**src/verilog/spi_io_pkg.sv**
```systemverilog
////////////////////////////////////////////////////////////////////////////
// spi io board controller shared definitions
// frame widths, register map, identity word
// register word union with raw and set/clear views
////////////////////////////////////////////////////////////////////////////

`default_nettype none

package spi_io_pkg;

  ////////////////////////////////////////////////////////////////////////////
  // frame layout

  localparam int cmd_bits      = 8;                    // command byte
  localparam int data_bits     = 32;                   // data word
  localparam int frame_bits    = cmd_bits + data_bits; // 40 bits per frame
  localparam int cmd_write_bit = 7;                    // msb of cmd, low 7 bits are addr

  ////////////////////////////////////////////////////////////////////////////
  // register map

  localparam logic [cmd_write_bit-1:0] addr_mode       = 7'h00;
  localparam logic [cmd_write_bit-1:0] addr_led        = 7'h01;
  localparam logic [cmd_write_bit-1:0] addr_spi_mux    = 7'h02;
  localparam logic [cmd_write_bit-1:0] addr_oe_4094    = 7'h03;
  localparam logic [cmd_write_bit-1:0] addr_status     = 7'h04; // read only
  localparam logic [cmd_write_bit-1:0] addr_led_modify = 7'h05; // write only, set/clear
  localparam logic [cmd_write_bit-1:0] addr_ident      = 7'h06; // read only

  localparam logic [data_bits-1:0] ident_value = 32'h5350_494f;

  // modify view: [1] is the clear half (31..16), [0] the set half (15..0)
  typedef union packed {
    logic [data_bits-1:0]                 raw;
    logic [1:0][(data_bits / 2)-1:0]      modify;
  } reg_word_u;

endpackage

`default_nettype wire

```
**src/verilog/led_mode_mux.sv**
```systemverilog
////////////////////////////////////////////////////////////////////////////
// led drive
// heartbeat counter and tick, blink flop, walking bit,
// 8 way source select by mode
////////////////////////////////////////////////////////////////////////////

`timescale 1ns/100ps
`default_nettype none

module led_mode_mux #(
  parameter int heartbeat_bits = 24
) (
  input  logic       clk,
  input  logic       rst_n,
  input  logic [2:0] mode,
  input  logic [3:0] led_reg,
  output logic [3:0] leds
);

  logic [heartbeat_bits-1:0] hb_cnt;   // free running
  logic                      hb_tick;  // one clk every 2^heartbeat_bits
  logic                      blink;
  logic [3:0]                walk;     // one hot
  logic [7:0][3:0]           led_src;

  assign hb_tick = &hb_cnt;

  always_ff @(posedge clk) begin
    if (!rst_n) begin
      hb_cnt <= '0;
      blink  <= 1'b0;
      walk   <= 4'b0001;
    end else begin
      hb_cnt <= hb_cnt + 1'b1;
      if (hb_tick) begin
        blink <= ~blink;
        walk  <= {walk[2:0], walk[3]};  // rotate left
      end
    end
  end

  ////////////////////////////////////////////////////////////////////////////
  // source table, indexed by mode

  always_comb begin
    led_src    = '0;          // modes 1, 4, 5, 6 stay dark
    led_src[0] = led_reg;
    led_src[2] = {4{blink}};  // all four together
    led_src[3] = walk;
    led_src[7] = 4'b1111;
  end

  always_ff @(posedge clk) begin
    if (!rst_n)
      leds <= '0;
    else
      leds <= led_src[mode];
  end

endmodule

`default_nettype wire

```
**src/verilog/register_bank.sv**
```systemverilog
////////////////////////////////////////////////////////////////////////////
// control register bank
// write decode, mode/led/spi routing/4094 oe storage,
// led set/clear/toggle port, status and identity read mux
////////////////////////////////////////////////////////////////////////////

`timescale 1ns/100ps
`default_nettype none

module register_bank #(
  parameter int num_chan = 4
) (
  input  logic                                  clk,
  input  logic                                  rst_n,
  input  logic                                  cmd_valid,   // after 8th bit
  input  logic [spi_io_pkg::cmd_write_bit-1:0]  cmd_addr,
  input  logic                                  cmd_write,
  input  logic                                  frame_valid, // full 40 bit frame
  input  logic [spi_io_pkg::cmd_write_bit-1:0]  frame_addr,
  input  logic                                  frame_write,
  input  logic [spi_io_pkg::data_bits-1:0]      frame_data,
  input  logic [2:0]                            hw_flags,
  output logic [spi_io_pkg::data_bits-1:0]      rd_data,
  output logic [2:0]                            mode,
  output logic [3:0]                            led_reg,
  output logic [num_chan-1:0]                   spi_sel,
  output logic                                  oe_4094
);

  spi_io_pkg::reg_word_u wr_word;
  logic [3:0] led_set, led_clr;
  logic [3:0] led_next;                         // led_reg after a modify write
  logic [spi_io_pkg::data_bits-1:0] rd_mux;

  assign wr_word.raw = frame_data;
  assign led_set = wr_word.modify[0][3:0];     // low half
  assign led_clr = wr_word.modify[1][3:0];     // high half

  // per bit: set, clear, both toggles, neither holds
  always_comb begin
    for (int i = 0; i < 4; i++) begin
      case ({led_set[i], led_clr[i]})
        2'b10:   led_next[i] = 1'b1;
        2'b01:   led_next[i] = 1'b0;
        2'b11:   led_next[i] = ~led_reg[i];
        default: led_next[i] = led_reg[i];
      endcase
    end
  end

  ////////////////////////////////////////////////////////////////////////////
  // write side

  always_ff @(posedge clk) begin
    if (!rst_n) begin
      mode    <= '0;
      led_reg <= '0;
      spi_sel <= '0;  // no chain routed
      oe_4094 <= 1'b0; // 4094 outputs off at power up
    end else if (frame_valid && frame_write) begin
      case (frame_addr)
        spi_io_pkg::addr_mode:       mode    <= frame_data[2:0];
        spi_io_pkg::addr_led:        led_reg <= frame_data[3:0];
        spi_io_pkg::addr_spi_mux:    spi_sel <= frame_data[num_chan-1:0];
        spi_io_pkg::addr_oe_4094:    oe_4094 <= frame_data[0];
        spi_io_pkg::addr_led_modify: led_reg <= led_next;
        default: ;                              // status, ident, unknown ignored
      endcase
    end
  end

  ////////////////////////////////////////////////////////////////////////////
  // read side, zero extended

  always_comb begin
    rd_mux = '0;
    case (cmd_addr)
      spi_io_pkg::addr_mode:    rd_mux[2:0] = mode;
      spi_io_pkg::addr_led:     rd_mux[3:0] = led_reg;
      spi_io_pkg::addr_spi_mux: rd_mux[num_chan-1:0] = spi_sel;
      spi_io_pkg::addr_oe_4094: rd_mux[0] = oe_4094;
      spi_io_pkg::addr_status: begin
        rd_mux[2:0] = hw_flags;
        rd_mux[6:4] = mode;
      end
      spi_io_pkg::addr_ident:   rd_mux = spi_io_pkg::ident_value;
      default:                  rd_mux = '0;
    endcase
  end

  always_ff @(posedge clk) begin
    if (!rst_n)
      rd_data <= '0;
    else if (cmd_valid && !cmd_write)
      rd_data <= rd_mux;  // into the shifter before the next falling sck
  end

endmodule

`default_nettype wire

```
**src/verilog/spi_frame_shift.sv**
```systemverilog
////////////////////////////////////////////////////////////////////////////
// spi slave in the clk domain
// pin synchronizers, 40 bit frame shifter, command and frame strobes,
// read word shift out on falling sck
////////////////////////////////////////////////////////////////////////////

`timescale 1ns/100ps
`default_nettype none

module spi_frame_shift (
  input  logic                                  clk,
  input  logic                                  rst_n,
  input  logic                                  sck,
  input  logic                                  ss,          // active low
  input  logic                                  sdi,
  input  logic [spi_io_pkg::data_bits-1:0]      rd_data,     // from bank, one clk after cmd
  output logic                                  cmd_valid,
  output logic [spi_io_pkg::cmd_write_bit-1:0]  cmd_addr,
  output logic                                  cmd_write,
  output logic                                  frame_valid,
  output logic [spi_io_pkg::cmd_write_bit-1:0]  frame_addr,
  output logic                                  frame_write,
  output logic [spi_io_pkg::data_bits-1:0]      frame_data,
  output logic                                  frame_sdo
);

  localparam logic [5:0] cmd_last  = 6'(spi_io_pkg::cmd_bits - 1); // count before 8th bit
  localparam logic [5:0] cmd_cnt   = 6'(spi_io_pkg::cmd_bits);
  localparam logic [5:0] frame_cnt = 6'(spi_io_pkg::frame_bits);

  logic sck_meta, sck_sync, sck_prev;
  logic ss_meta, ss_sync, ss_prev;
  logic sdi_meta, sdi_sync;
  logic sck_rise, sck_fall, ss_rise;
  logic [5:0] bit_cnt;                                   // saturates at 63
  logic [spi_io_pkg::frame_bits-1:0] shift_in;
  logic [spi_io_pkg::cmd_bits-1:0] cmd_byte;
  logic [spi_io_pkg::data_bits-1:0] out_shift;
  logic cmd_valid_d;                                     // rd_data is valid now

  ////////////////////////////////////////////////////////////////////////////
  // synchronizers and edge detect

  always_ff @(posedge clk) begin
    if (!rst_n) begin
      sck_meta <= 1'b0;
      sck_sync <= 1'b0;
      sck_prev <= 1'b0;
      ss_meta  <= 1'b1;  // idle deselected
      ss_sync  <= 1'b1;
      ss_prev  <= 1'b1;
    end else begin
      sck_meta <= sck;
      sck_sync <= sck_meta;
      sck_prev <= sck_sync;
      ss_meta  <= ss;
      ss_sync  <= ss_meta;
      ss_prev  <= ss_sync;
    end
  end

  always_ff @(posedge clk) begin
    sdi_meta <= sdi;
    sdi_sync <= sdi_meta;  // same age as sck_sync
  end

  assign sck_rise = sck_sync & ~sck_prev & ~ss_sync;
  assign sck_fall = ~sck_sync & sck_prev & ~ss_sync;
  assign ss_rise  = ss_sync & ~ss_prev;

  // command byte as it stands once the 8th bit lands
  assign cmd_byte = {shift_in[spi_io_pkg::cmd_bits-2:0], sdi_sync};

  ////////////////////////////////////////////////////////////////////////////
  // bit counter, strobes

  always_ff @(posedge clk) begin
    if (!rst_n) begin
      bit_cnt     <= '0;
      cmd_valid   <= 1'b0;
      cmd_valid_d <= 1'b0;
      frame_valid <= 1'b0;
    end else begin
      if (ss_sync)
        bit_cnt <= '0;
      else if (sck_rise && bit_cnt != '1)
        bit_cnt <= bit_cnt + 6'd1;
      cmd_valid   <= sck_rise && (bit_cnt == cmd_last);
      cmd_valid_d <= cmd_valid;
      frame_valid <= ss_rise && (bit_cnt == frame_cnt); // short or long frames dropped
    end
  end

  always_ff @(posedge clk) begin
    if (sck_rise)
      shift_in <= {shift_in[spi_io_pkg::frame_bits-2:0], sdi_sync}; // msb first
    if (sck_rise && bit_cnt == cmd_last) begin
      cmd_write <= cmd_byte[spi_io_pkg::cmd_write_bit];
      cmd_addr  <= cmd_byte[spi_io_pkg::cmd_write_bit-1:0];
    end
    if (ss_rise) begin
      frame_write <= shift_in[spi_io_pkg::data_bits + spi_io_pkg::cmd_write_bit];
      frame_addr  <= shift_in[spi_io_pkg::data_bits +: spi_io_pkg::cmd_write_bit];
      frame_data  <= shift_in[spi_io_pkg::data_bits-1:0];
    end
  end

  // read word out, bit 31 already on sdo at the first falling edge after cmd
  always_ff @(posedge clk) begin
    if (ss_sync)
      out_shift <= '0;
    else if (cmd_valid_d)
      out_shift <= rd_data;
    else if (sck_fall && bit_cnt > cmd_cnt)
      out_shift <= {out_shift[spi_io_pkg::data_bits-2:0], 1'b0};
  end

  assign frame_sdo = out_shift[spi_io_pkg::data_bits-1];

endmodule

`default_nettype wire

```
**src/verilog/spi_io_top.sv**
```systemverilog
////////////////////////////////////////////////////////////////////////////
// board controller top
// spi slave, register bank, chain routing, led modes
////////////////////////////////////////////////////////////////////////////

`timescale 1ns/100ps
`default_nettype none

module spi_io_top #(
  parameter int                  num_chan       = 4,
  parameter logic [num_chan-1:0] cs_polarity    = 4'b0001, // 4094 strobe goes hi
  parameter int                  heartbeat_bits = 24
) (
  input  logic                clk,
  input  logic                rst_n,
  input  logic                sck,
  input  logic                ss,          // local register select, active low
  input  logic                sdi,
  input  logic                cs2,         // chain pass-through select, active low
  input  logic [num_chan-1:0] chain_miso,
  input  logic [2:0]          hw_flags,
  output logic                sdo,
  output logic [num_chan-1:0] chain_cs,
  output logic [num_chan-1:0] chain_clk,
  output logic [num_chan-1:0] chain_mosi,
  output logic                oe_4094,
  output logic [3:0]          leds
);

  logic                                  cmd_valid, cmd_write;
  logic [spi_io_pkg::cmd_write_bit-1:0]  cmd_addr, frame_addr;
  logic                                  frame_valid, frame_write;
  logic [spi_io_pkg::data_bits-1:0]      frame_data, rd_data;
  logic                                  frame_sdo;
  logic [2:0]                            mode;
  logic [3:0]                            led_reg;
  logic [num_chan-1:0]                   spi_sel;

  spi_frame_shift spi_frame_shift_inst (
    .clk(clk), .rst_n(rst_n), .sck(sck), .ss(ss), .sdi(sdi), .rd_data(rd_data),
    .cmd_valid(cmd_valid), .cmd_addr(cmd_addr), .cmd_write(cmd_write),
    .frame_valid(frame_valid), .frame_addr(frame_addr), .frame_write(frame_write),
    .frame_data(frame_data), .frame_sdo(frame_sdo)
  );

  register_bank #(.num_chan(num_chan)) register_bank_inst (
    .clk(clk), .rst_n(rst_n), .cmd_valid(cmd_valid), .cmd_addr(cmd_addr),
    .cmd_write(cmd_write), .frame_valid(frame_valid), .frame_addr(frame_addr),
    .frame_write(frame_write), .frame_data(frame_data), .hw_flags(hw_flags),
    .rd_data(rd_data), .mode(mode), .led_reg(led_reg), .spi_sel(spi_sel),
    .oe_4094(oe_4094)
  );

  // straight from the pins, no clk
  spi_route_mux #(.num_chan(num_chan), .cs_polarity(cs_polarity)) spi_route_mux_inst (
    .sck(sck), .sdi(sdi), .cs2(cs2), .ss(ss), .spi_sel(spi_sel),
    .chain_miso(chain_miso), .frame_sdo(frame_sdo), .chain_cs(chain_cs),
    .chain_clk(chain_clk), .chain_mosi(chain_mosi), .sdo(sdo)
  );

  led_mode_mux #(.heartbeat_bits(heartbeat_bits)) led_mode_mux_inst (
    .clk(clk), .rst_n(rst_n), .mode(mode), .led_reg(led_reg), .leds(leds)
  );

endmodule

`default_nettype wire

```
**src/verilog/spi_route_mux.sv**
```systemverilog
////////////////////////////////////////////////////////////////////////////
// cs2 pass-through of host spi to downstream chains
// per-chain strobe polarity, sdo source select
////////////////////////////////////////////////////////////////////////////

`timescale 1ns/100ps
`default_nettype none

module spi_route_mux #(
  parameter int                  num_chan    = 4,
  parameter logic [num_chan-1:0] cs_polarity = 4'b0001  // 1 = strobe active high
) (
  input  logic                sck,
  input  logic                sdi,
  input  logic                cs2,         // active low
  input  logic                ss,          // active low, local registers
  input  logic [num_chan-1:0] spi_sel,
  input  logic [num_chan-1:0] chain_miso,
  input  logic                frame_sdo,
  output logic [num_chan-1:0] chain_cs,
  output logic [num_chan-1:0] chain_clk,
  output logic [num_chan-1:0] chain_mosi,
  output logic                sdo
);

  logic [num_chan-1:0] chain_act;   // selected and cs2 asserted
  logic                chain_ret;   // combined return path

  assign chain_act = spi_sel & {num_chan{~cs2}};

  // active level when selected, inverse of polarity otherwise
  assign chain_cs = ~(chain_act ^ cs_polarity);

  // idle chains hold clk and mosi low
  assign chain_clk  = chain_act & {num_chan{sck}};
  assign chain_mosi = chain_act & {num_chan{sdi}};

  assign chain_ret = |(chain_miso & chain_act);

  ////////////////////////////////////////////////////////////////////////////
  // sdo source

  always_comb begin
    if (!ss)
      sdo = frame_sdo;      // local register read
    else if (!cs2)
      sdo = chain_ret;      // downstream chain
    else
      sdo = 1'b0;
  end

endmodule

`default_nettype wire
```
**config.mk**
```make
export PLATFORM = sky130hd
export DESIGN_NAME = spi_io_top
export DESIGN_NICKNAME = d
export VERILOG_FILES = /design/src/verilog/spi_io_pkg.sv /design/src/verilog/led_mode_mux.sv /design/src/verilog/register_bank.sv /design/src/verilog/spi_frame_shift.sv /design/src/verilog/spi_io_top.sv /design/src/verilog/spi_route_mux.sv
export SDC_FILE = /design/constraint.sdc
export NUM_CORES = 1
export LEC_CHECK = 0
export BUFFER_PORTS_ARGS = -buffer_cell sky130_fd_sc_hd__buf_2
export CAP_MARGIN = 40
export CORE_MARGIN = 1.5
export CORE_UTILIZATION = 47
export DETAILED_ROUTE_END_ITERATION = 7
export GPL_TIMING_DRIVEN = 0
export PLACE_DENSITY_LB_ADDON = 0.12
export REMOVE_ABC_BUFFERS = 1
export SYNTH_ARGS = -nofsm -noshare
export SYNTH_HDL_FRONTEND = slang
export SYNTH_SLANG_ARGS = --single-unit
```
**constraint.sdc**
```tcl
create_clock -name clk -period 2.7 [get_ports clk]
set_input_delay 0.81 -clock clk [delete_from_list [all_inputs] [get_ports clk]]
set_output_delay 0.81 -clock clk [all_outputs]
set_load 0.02 [all_outputs]
```
After elaboration in Yosys (flattened, before gate mapping)

Cells that the tools add are included.

Flip-flop bits (word level): 202
Bits of input ports: 13
Output and inout port bits: 18
Logic and storage cells: 122

$add $sub $neg: 2
Magnitude comparators: 2
Equality and inequality tests: 28
Muxes and demuxes: 16
Bitwise operators: 22
Reductions and logical operators: 21

Operators by type and width:

| cell                  | count |
|---|---|
| $mux 32               | 2 |
| $eq 7x2->1 const B    | 4 |
| $add 24x1->24 const B | 1 |
| $mux 24               | 1 |
| $reduce_and 24->1     | 1 |
| $eq 7x3->1 const B    | 3 |
| $and 4x4->4           | 4 |
| $eq 2x2->1 const B    | 8 |
| $ne 4x4->1 const B    | 4 |
| $pmux 1 s3            | 5 |
| $eq 7x1->1 const B    | 2 |
| $logic_not 7->1       | 2 |
| $bmux 4 s3            | 1 |
| $not 1->1             | 12 |
| $reduce_and 3->1      | 4 |
| $pmux 2 s5            | 1 |
| $eq 2x1->1 const B    | 4 |
| $pmux 4 s2            | 1 |
| $add 6x1->6 const B   | 1 |
| $eq 6x3->1 const B    | 1 |
| $eq 6x6->1 const B    | 1 |
| $gt 6x4->1 const B    | 1 |
| $logic_and 1x1->1     | 6 |
| $ne 6x6->1 const B    | 1 |
| other kinds (12)      | 20 |

Logic depth before layout (Yosys ltp)

Depth in word-level cells: 6
Gate-level depth with buffers: 8
Depth with buffers taken out: 6

Cells and area by module

Synthesis repeated with hierarchy kept, for this count alone.

Cells, all modules: 684
Area, all modules: 8,049.0 µm²

Modules (own cells, without submodules):

| module          | times used | cells each | area an instance (µm²) | sequential area each (µm²) |
|---|---|---|---|---|
| spi_frame_shift | 1          | 337        | 5,069.9                | 3,623.5 |
| led_mode_mux    | 1          | 174        | 1,511.4                | 660.6 |
| register_bank   | 1          | 155        | 1,360.1                | 400.4 |
| spi_route_mux   | 1          | 18         | 107.6                  | 0.0 |

Worst setup path after synthesis

OpenSTA, ideal clock, no wires.

Path kind: input port to output port
Start: input cs2
End: output sdo
Arrival time: 1.773 ns
Required time: 1.890 ns
Slack: 0.117 ns
Stages on the path: 3
Buffers on the path: 0
Cell sequence: nor2b_1 > a22oi_1 > a31oi_1

Cells in the longest elaborated chain, start to end: 6

RTL lines:

| element         | RTL line            | RTL |
|---|---|---|
| start, declared | spi_io_top.sv:19    | `input logic cs2,` |
| $not 1->1       | spi_route_mux.sv:29 | `assign chain_act = spi_sel & {num_chan{~cs2}};` |
| $and 4x4->4     | spi_route_mux.sv:29 |  |
| $and 4x4->4     | spi_route_mux.sv:38 | `assign chain_ret = \|(chain_miso & chain_act);` |
| $reduce_or 4->1 | spi_route_mux.sv:38 |  |
| $mux 1 (*)      | spi_route_mux.sv:46 | `else if (!cs2)` |
| $mux 1 (*)      | spi_route_mux.sv:44 | `if (!ss)` |
| end, declared   | spi_io_top.sv:22    | `output logic sdo,` |

Every way passes the cells marked *; elsewhere a longest branch is shown, timed or not.

Worst setup path in the final report

Same ends and word-level chain as after synthesis.

==> flow_metrics.tcl <==
set metrics [dict create \
    ys_types 52 \
    max_freq_mhz 405 \
    startpoint_type "primary input" \
    arrival_ps 1660 \
    skew_ps 10.8 \
    place_inst 792 \
    max_slew_margin 0.434 \
    p_total_mw 5.40 \
    leakage_nw 2.65 \
    slew_viol_final 0 \
    ys_ff_latch 166 \
    ant_nets 0 \
    fin_area_sq_um 7620 \
    path_class "in -> out" \
    routed_wirelength_mm 12.3 \
    hpwl_mm 8.10 \
    synth.cell_area_sq_um 6600 \
    drt_iter0_markers 353 \
    vias 4497 \
    hp-start "spi_frame_shift_inst.sdi_meta$_DFF_P_" \
    clock-root-buffer "clkbuf_16" \
    dieArea_sq_um 14800 \
    holdPathEnd "spi_frame_shift_inst.sdi_sync$_DFF_P_" \
    async_flop_share 0 \
    gp_congestion 0.733 \
    die_w_um 121 \
    hold_ws_ps 324 \
    gr-usage-all-layers 0.180 \
    power.density_nw_per_um2 708 \
    hold_viol_final 0 \
    period_share 0.915 \
    required_ps 1890 \
    regMostFlops "spi_frame_shift_inst.shift_in" \
    timing.reg2reg.setup_slack_ps 380 \
    regToRegStartpoint "led_mode_mux_inst.hb_cnt[4]$_SDFF_PN0_" \
    route.detailed.drc 0 \
    htreeDepth 4 \
    dpl_worst_slack_ps 102 \
    yosysWarnings 0 \
    crit_fanout 4 \
    clock_latency_ps 420 \
    cts_tree "yes" \
    fp.dieH_um 121 \
    holdPathStages 0 \
    finalNetCount 655 \
    synth_cells 612 \
    cts_buffers 17 \
    period_minus_slack_ps 2470 \
    tns_ps 0 \
    antenna_cells 0 \
    drive_gt1_frac 0.124 \
    clock-sinks 166 \
    rsz0062_at_grt "no" \
    ys.flop_type "dfxtp_1" \
    io_pins 31 \
    io_buffers 30 \
    post_cts_buffers 0 \
    initial_core_util 0.479 \
    ctsResizeCount 0 \
    layout_common_cells "102 x dfxtp_1, 64 x edfxtp_1, 51 x nor2_1" \
    setup_violations 0 \
    grt_pass1_wl_mm 20.7 \
    grt.overflow.total 0 \
    crit_path_end_kind "primary output" \
    placed_cell_area_sq_um 6950 \
    r2r.worst_path.cells 4 \
    firstDrtPassIters 4 \
    std_cell_rows 43 \
    grt_pass1_vias 4234 \
    hold_buffers 0 \
    reg_top3 "spi_frame_shift_inst.shift_in: 40 flops, spi_frame_shift_inst.out_shift: 32 flops, led_mode_mux_inst.hb_cnt: 24 flops" \
    layout_commonest_cell "dfxtp_1" \
    setup_ws_ps 229 \
    status "finished, final reports clean" \
    fin_cells 824 \
    utilization 0.553 \
    max-cap-violations 0 \
    worst_pin_slew_ps 842 \
    ir_drop_mv 0.914 \
    grt_antenna_before_repair 0 \
    core_sq_um 13800 \
    wl_per_cell_um 15.0 \
    synth_area_per_cell_sq_um 10.8 \
    synth_edf_count 64 \
    grt_max_degree 28 \
    r2r_end "led_mode_mux_inst.walk[2]$_SDFFE_PN0P_" \
    drt-vias-per-instance 5.46 \
    clkTransAtPathRegs_ps 60 \
    ys_seq_area_frac 0.601 \
    min_path_type "reg -> reg" \
    largest_reg_flops 40 \
    cts_buffer_depth 2 \
    area_delta_synth_final_pct 15.5 \
]
logic make-up after synthesis:
group                    count (synthesis)  synth area share
XOR/XNOR                                15            0.0199
adder cells (fa/ha/maj)                 11            0.0209
buffers and inverters                   56            0.0336
flip-flops                             166             0.601
AND/OR/NAND/NOR                        221             0.180
AO/OA/AOI/OAI                          126             0.117
multiplexers                            17            0.0277
area by class of cell:
type | count | area [sq um]
clock buffer | 19 | 443
clock inverter | 13 | 228
fill | 1215 | 6150
inverter | 19 | 71.3
multi-input combinational | 390 | 2430
sequential | 166 | 3960
tap | 180 | 225
timing repair buffer | 37 | 263
worst max-delay path by stage:
stage	start	endpoint	cells past startpoint
2_1_floorplan	cs2	sdo	3
3_3_place_gp	spi_frame_shift_inst.bit_cnt[0]$_SDFFE_PP0P_	spi_frame_shift_inst.cmd_addr[0]$_DFFE_PP_	4
3_5_place_dp	spi_frame_shift_inst.bit_cnt[0]$_SDFFE_PP0P_	spi_frame_shift_inst.out_shift[4]$_SDFFE_PP0P_	6
4_1_cts	spi_frame_shift_inst.bit_cnt[0]$_SDFFE_PP0P_	spi_frame_shift_inst.out_shift[4]$_SDFFE_PP0P_	6
5_1_grt	cs2	sdo	5
6_report	cs2	sdo	5
critical path: stages:
cell and delay (ps):
buf_2 120, nor2b_1 240, a22oi_1 140, a31oi_1 170, buf_2 180
cells in the mapped netlist, types with 2 or more instances:
library cell	n	share of area
edfxtp_1	64	0.29
nand3_1	30	0.023
a211o_1	4	0.0053
nand2_1	33	0.019
xnor2_1	12	0.016
nor4_1	17	0.016
nor2b_1	14	0.013
mux2i_1	16	0.024
buf_1	3	0.0017
o31ai_1	3	0.0034
or3_2	2	0.0023
buf_2	3	0.0023
and3_1	5	0.0047
clkbuf_1	30	0.017
nor3_1	6	0.0046
o21ai_0	37	0.028
a2111oi_0	6	0.0080
nand2b_1	6	0.0057
or3_1	7	0.0066
nor2_1	51	0.029
nor4bb_1	2	0.0030
nand3b_1	4	0.0046
o21a_1	4	0.0046
nand4b_1	2	0.0027
xor2_1	3	0.0040
a211oi_1	14	0.016
nand4_1	4	0.0038
or3b_2	2	0.0027
nor3b_1	5	0.0057
a22oi_1	2	0.0023
dfxtp_1	102	0.31
inv_1	19	0.011
or4_1	8	0.0091
a31oi_1	6	0.0057
a21oi_1	41	0.031
and3b_1	2	0.0027
ha_1	11	0.021
o221ai_1	4	0.0053
and2_1	15	0.014
power by group:
group,internal (mW),total (mW),leakage [nW],switching (mW)
registers,2.60,2.61,1.40,0.0119
clock network,1.76,2.72,0.325,0.959
logic,0.0244,0.0672,0.925,0.0428
layer usage:
metal  vias up  part of all wire  GRT usage
met1      2181              0.49      0.238
met3        11             0.030     0.0531
li1       2257                 -          -
met2        48              0.47      0.284
met4         0             0.011     0.0581
met5         -                 0          0
Note: power is estimated with default switching activity, not from simulation.
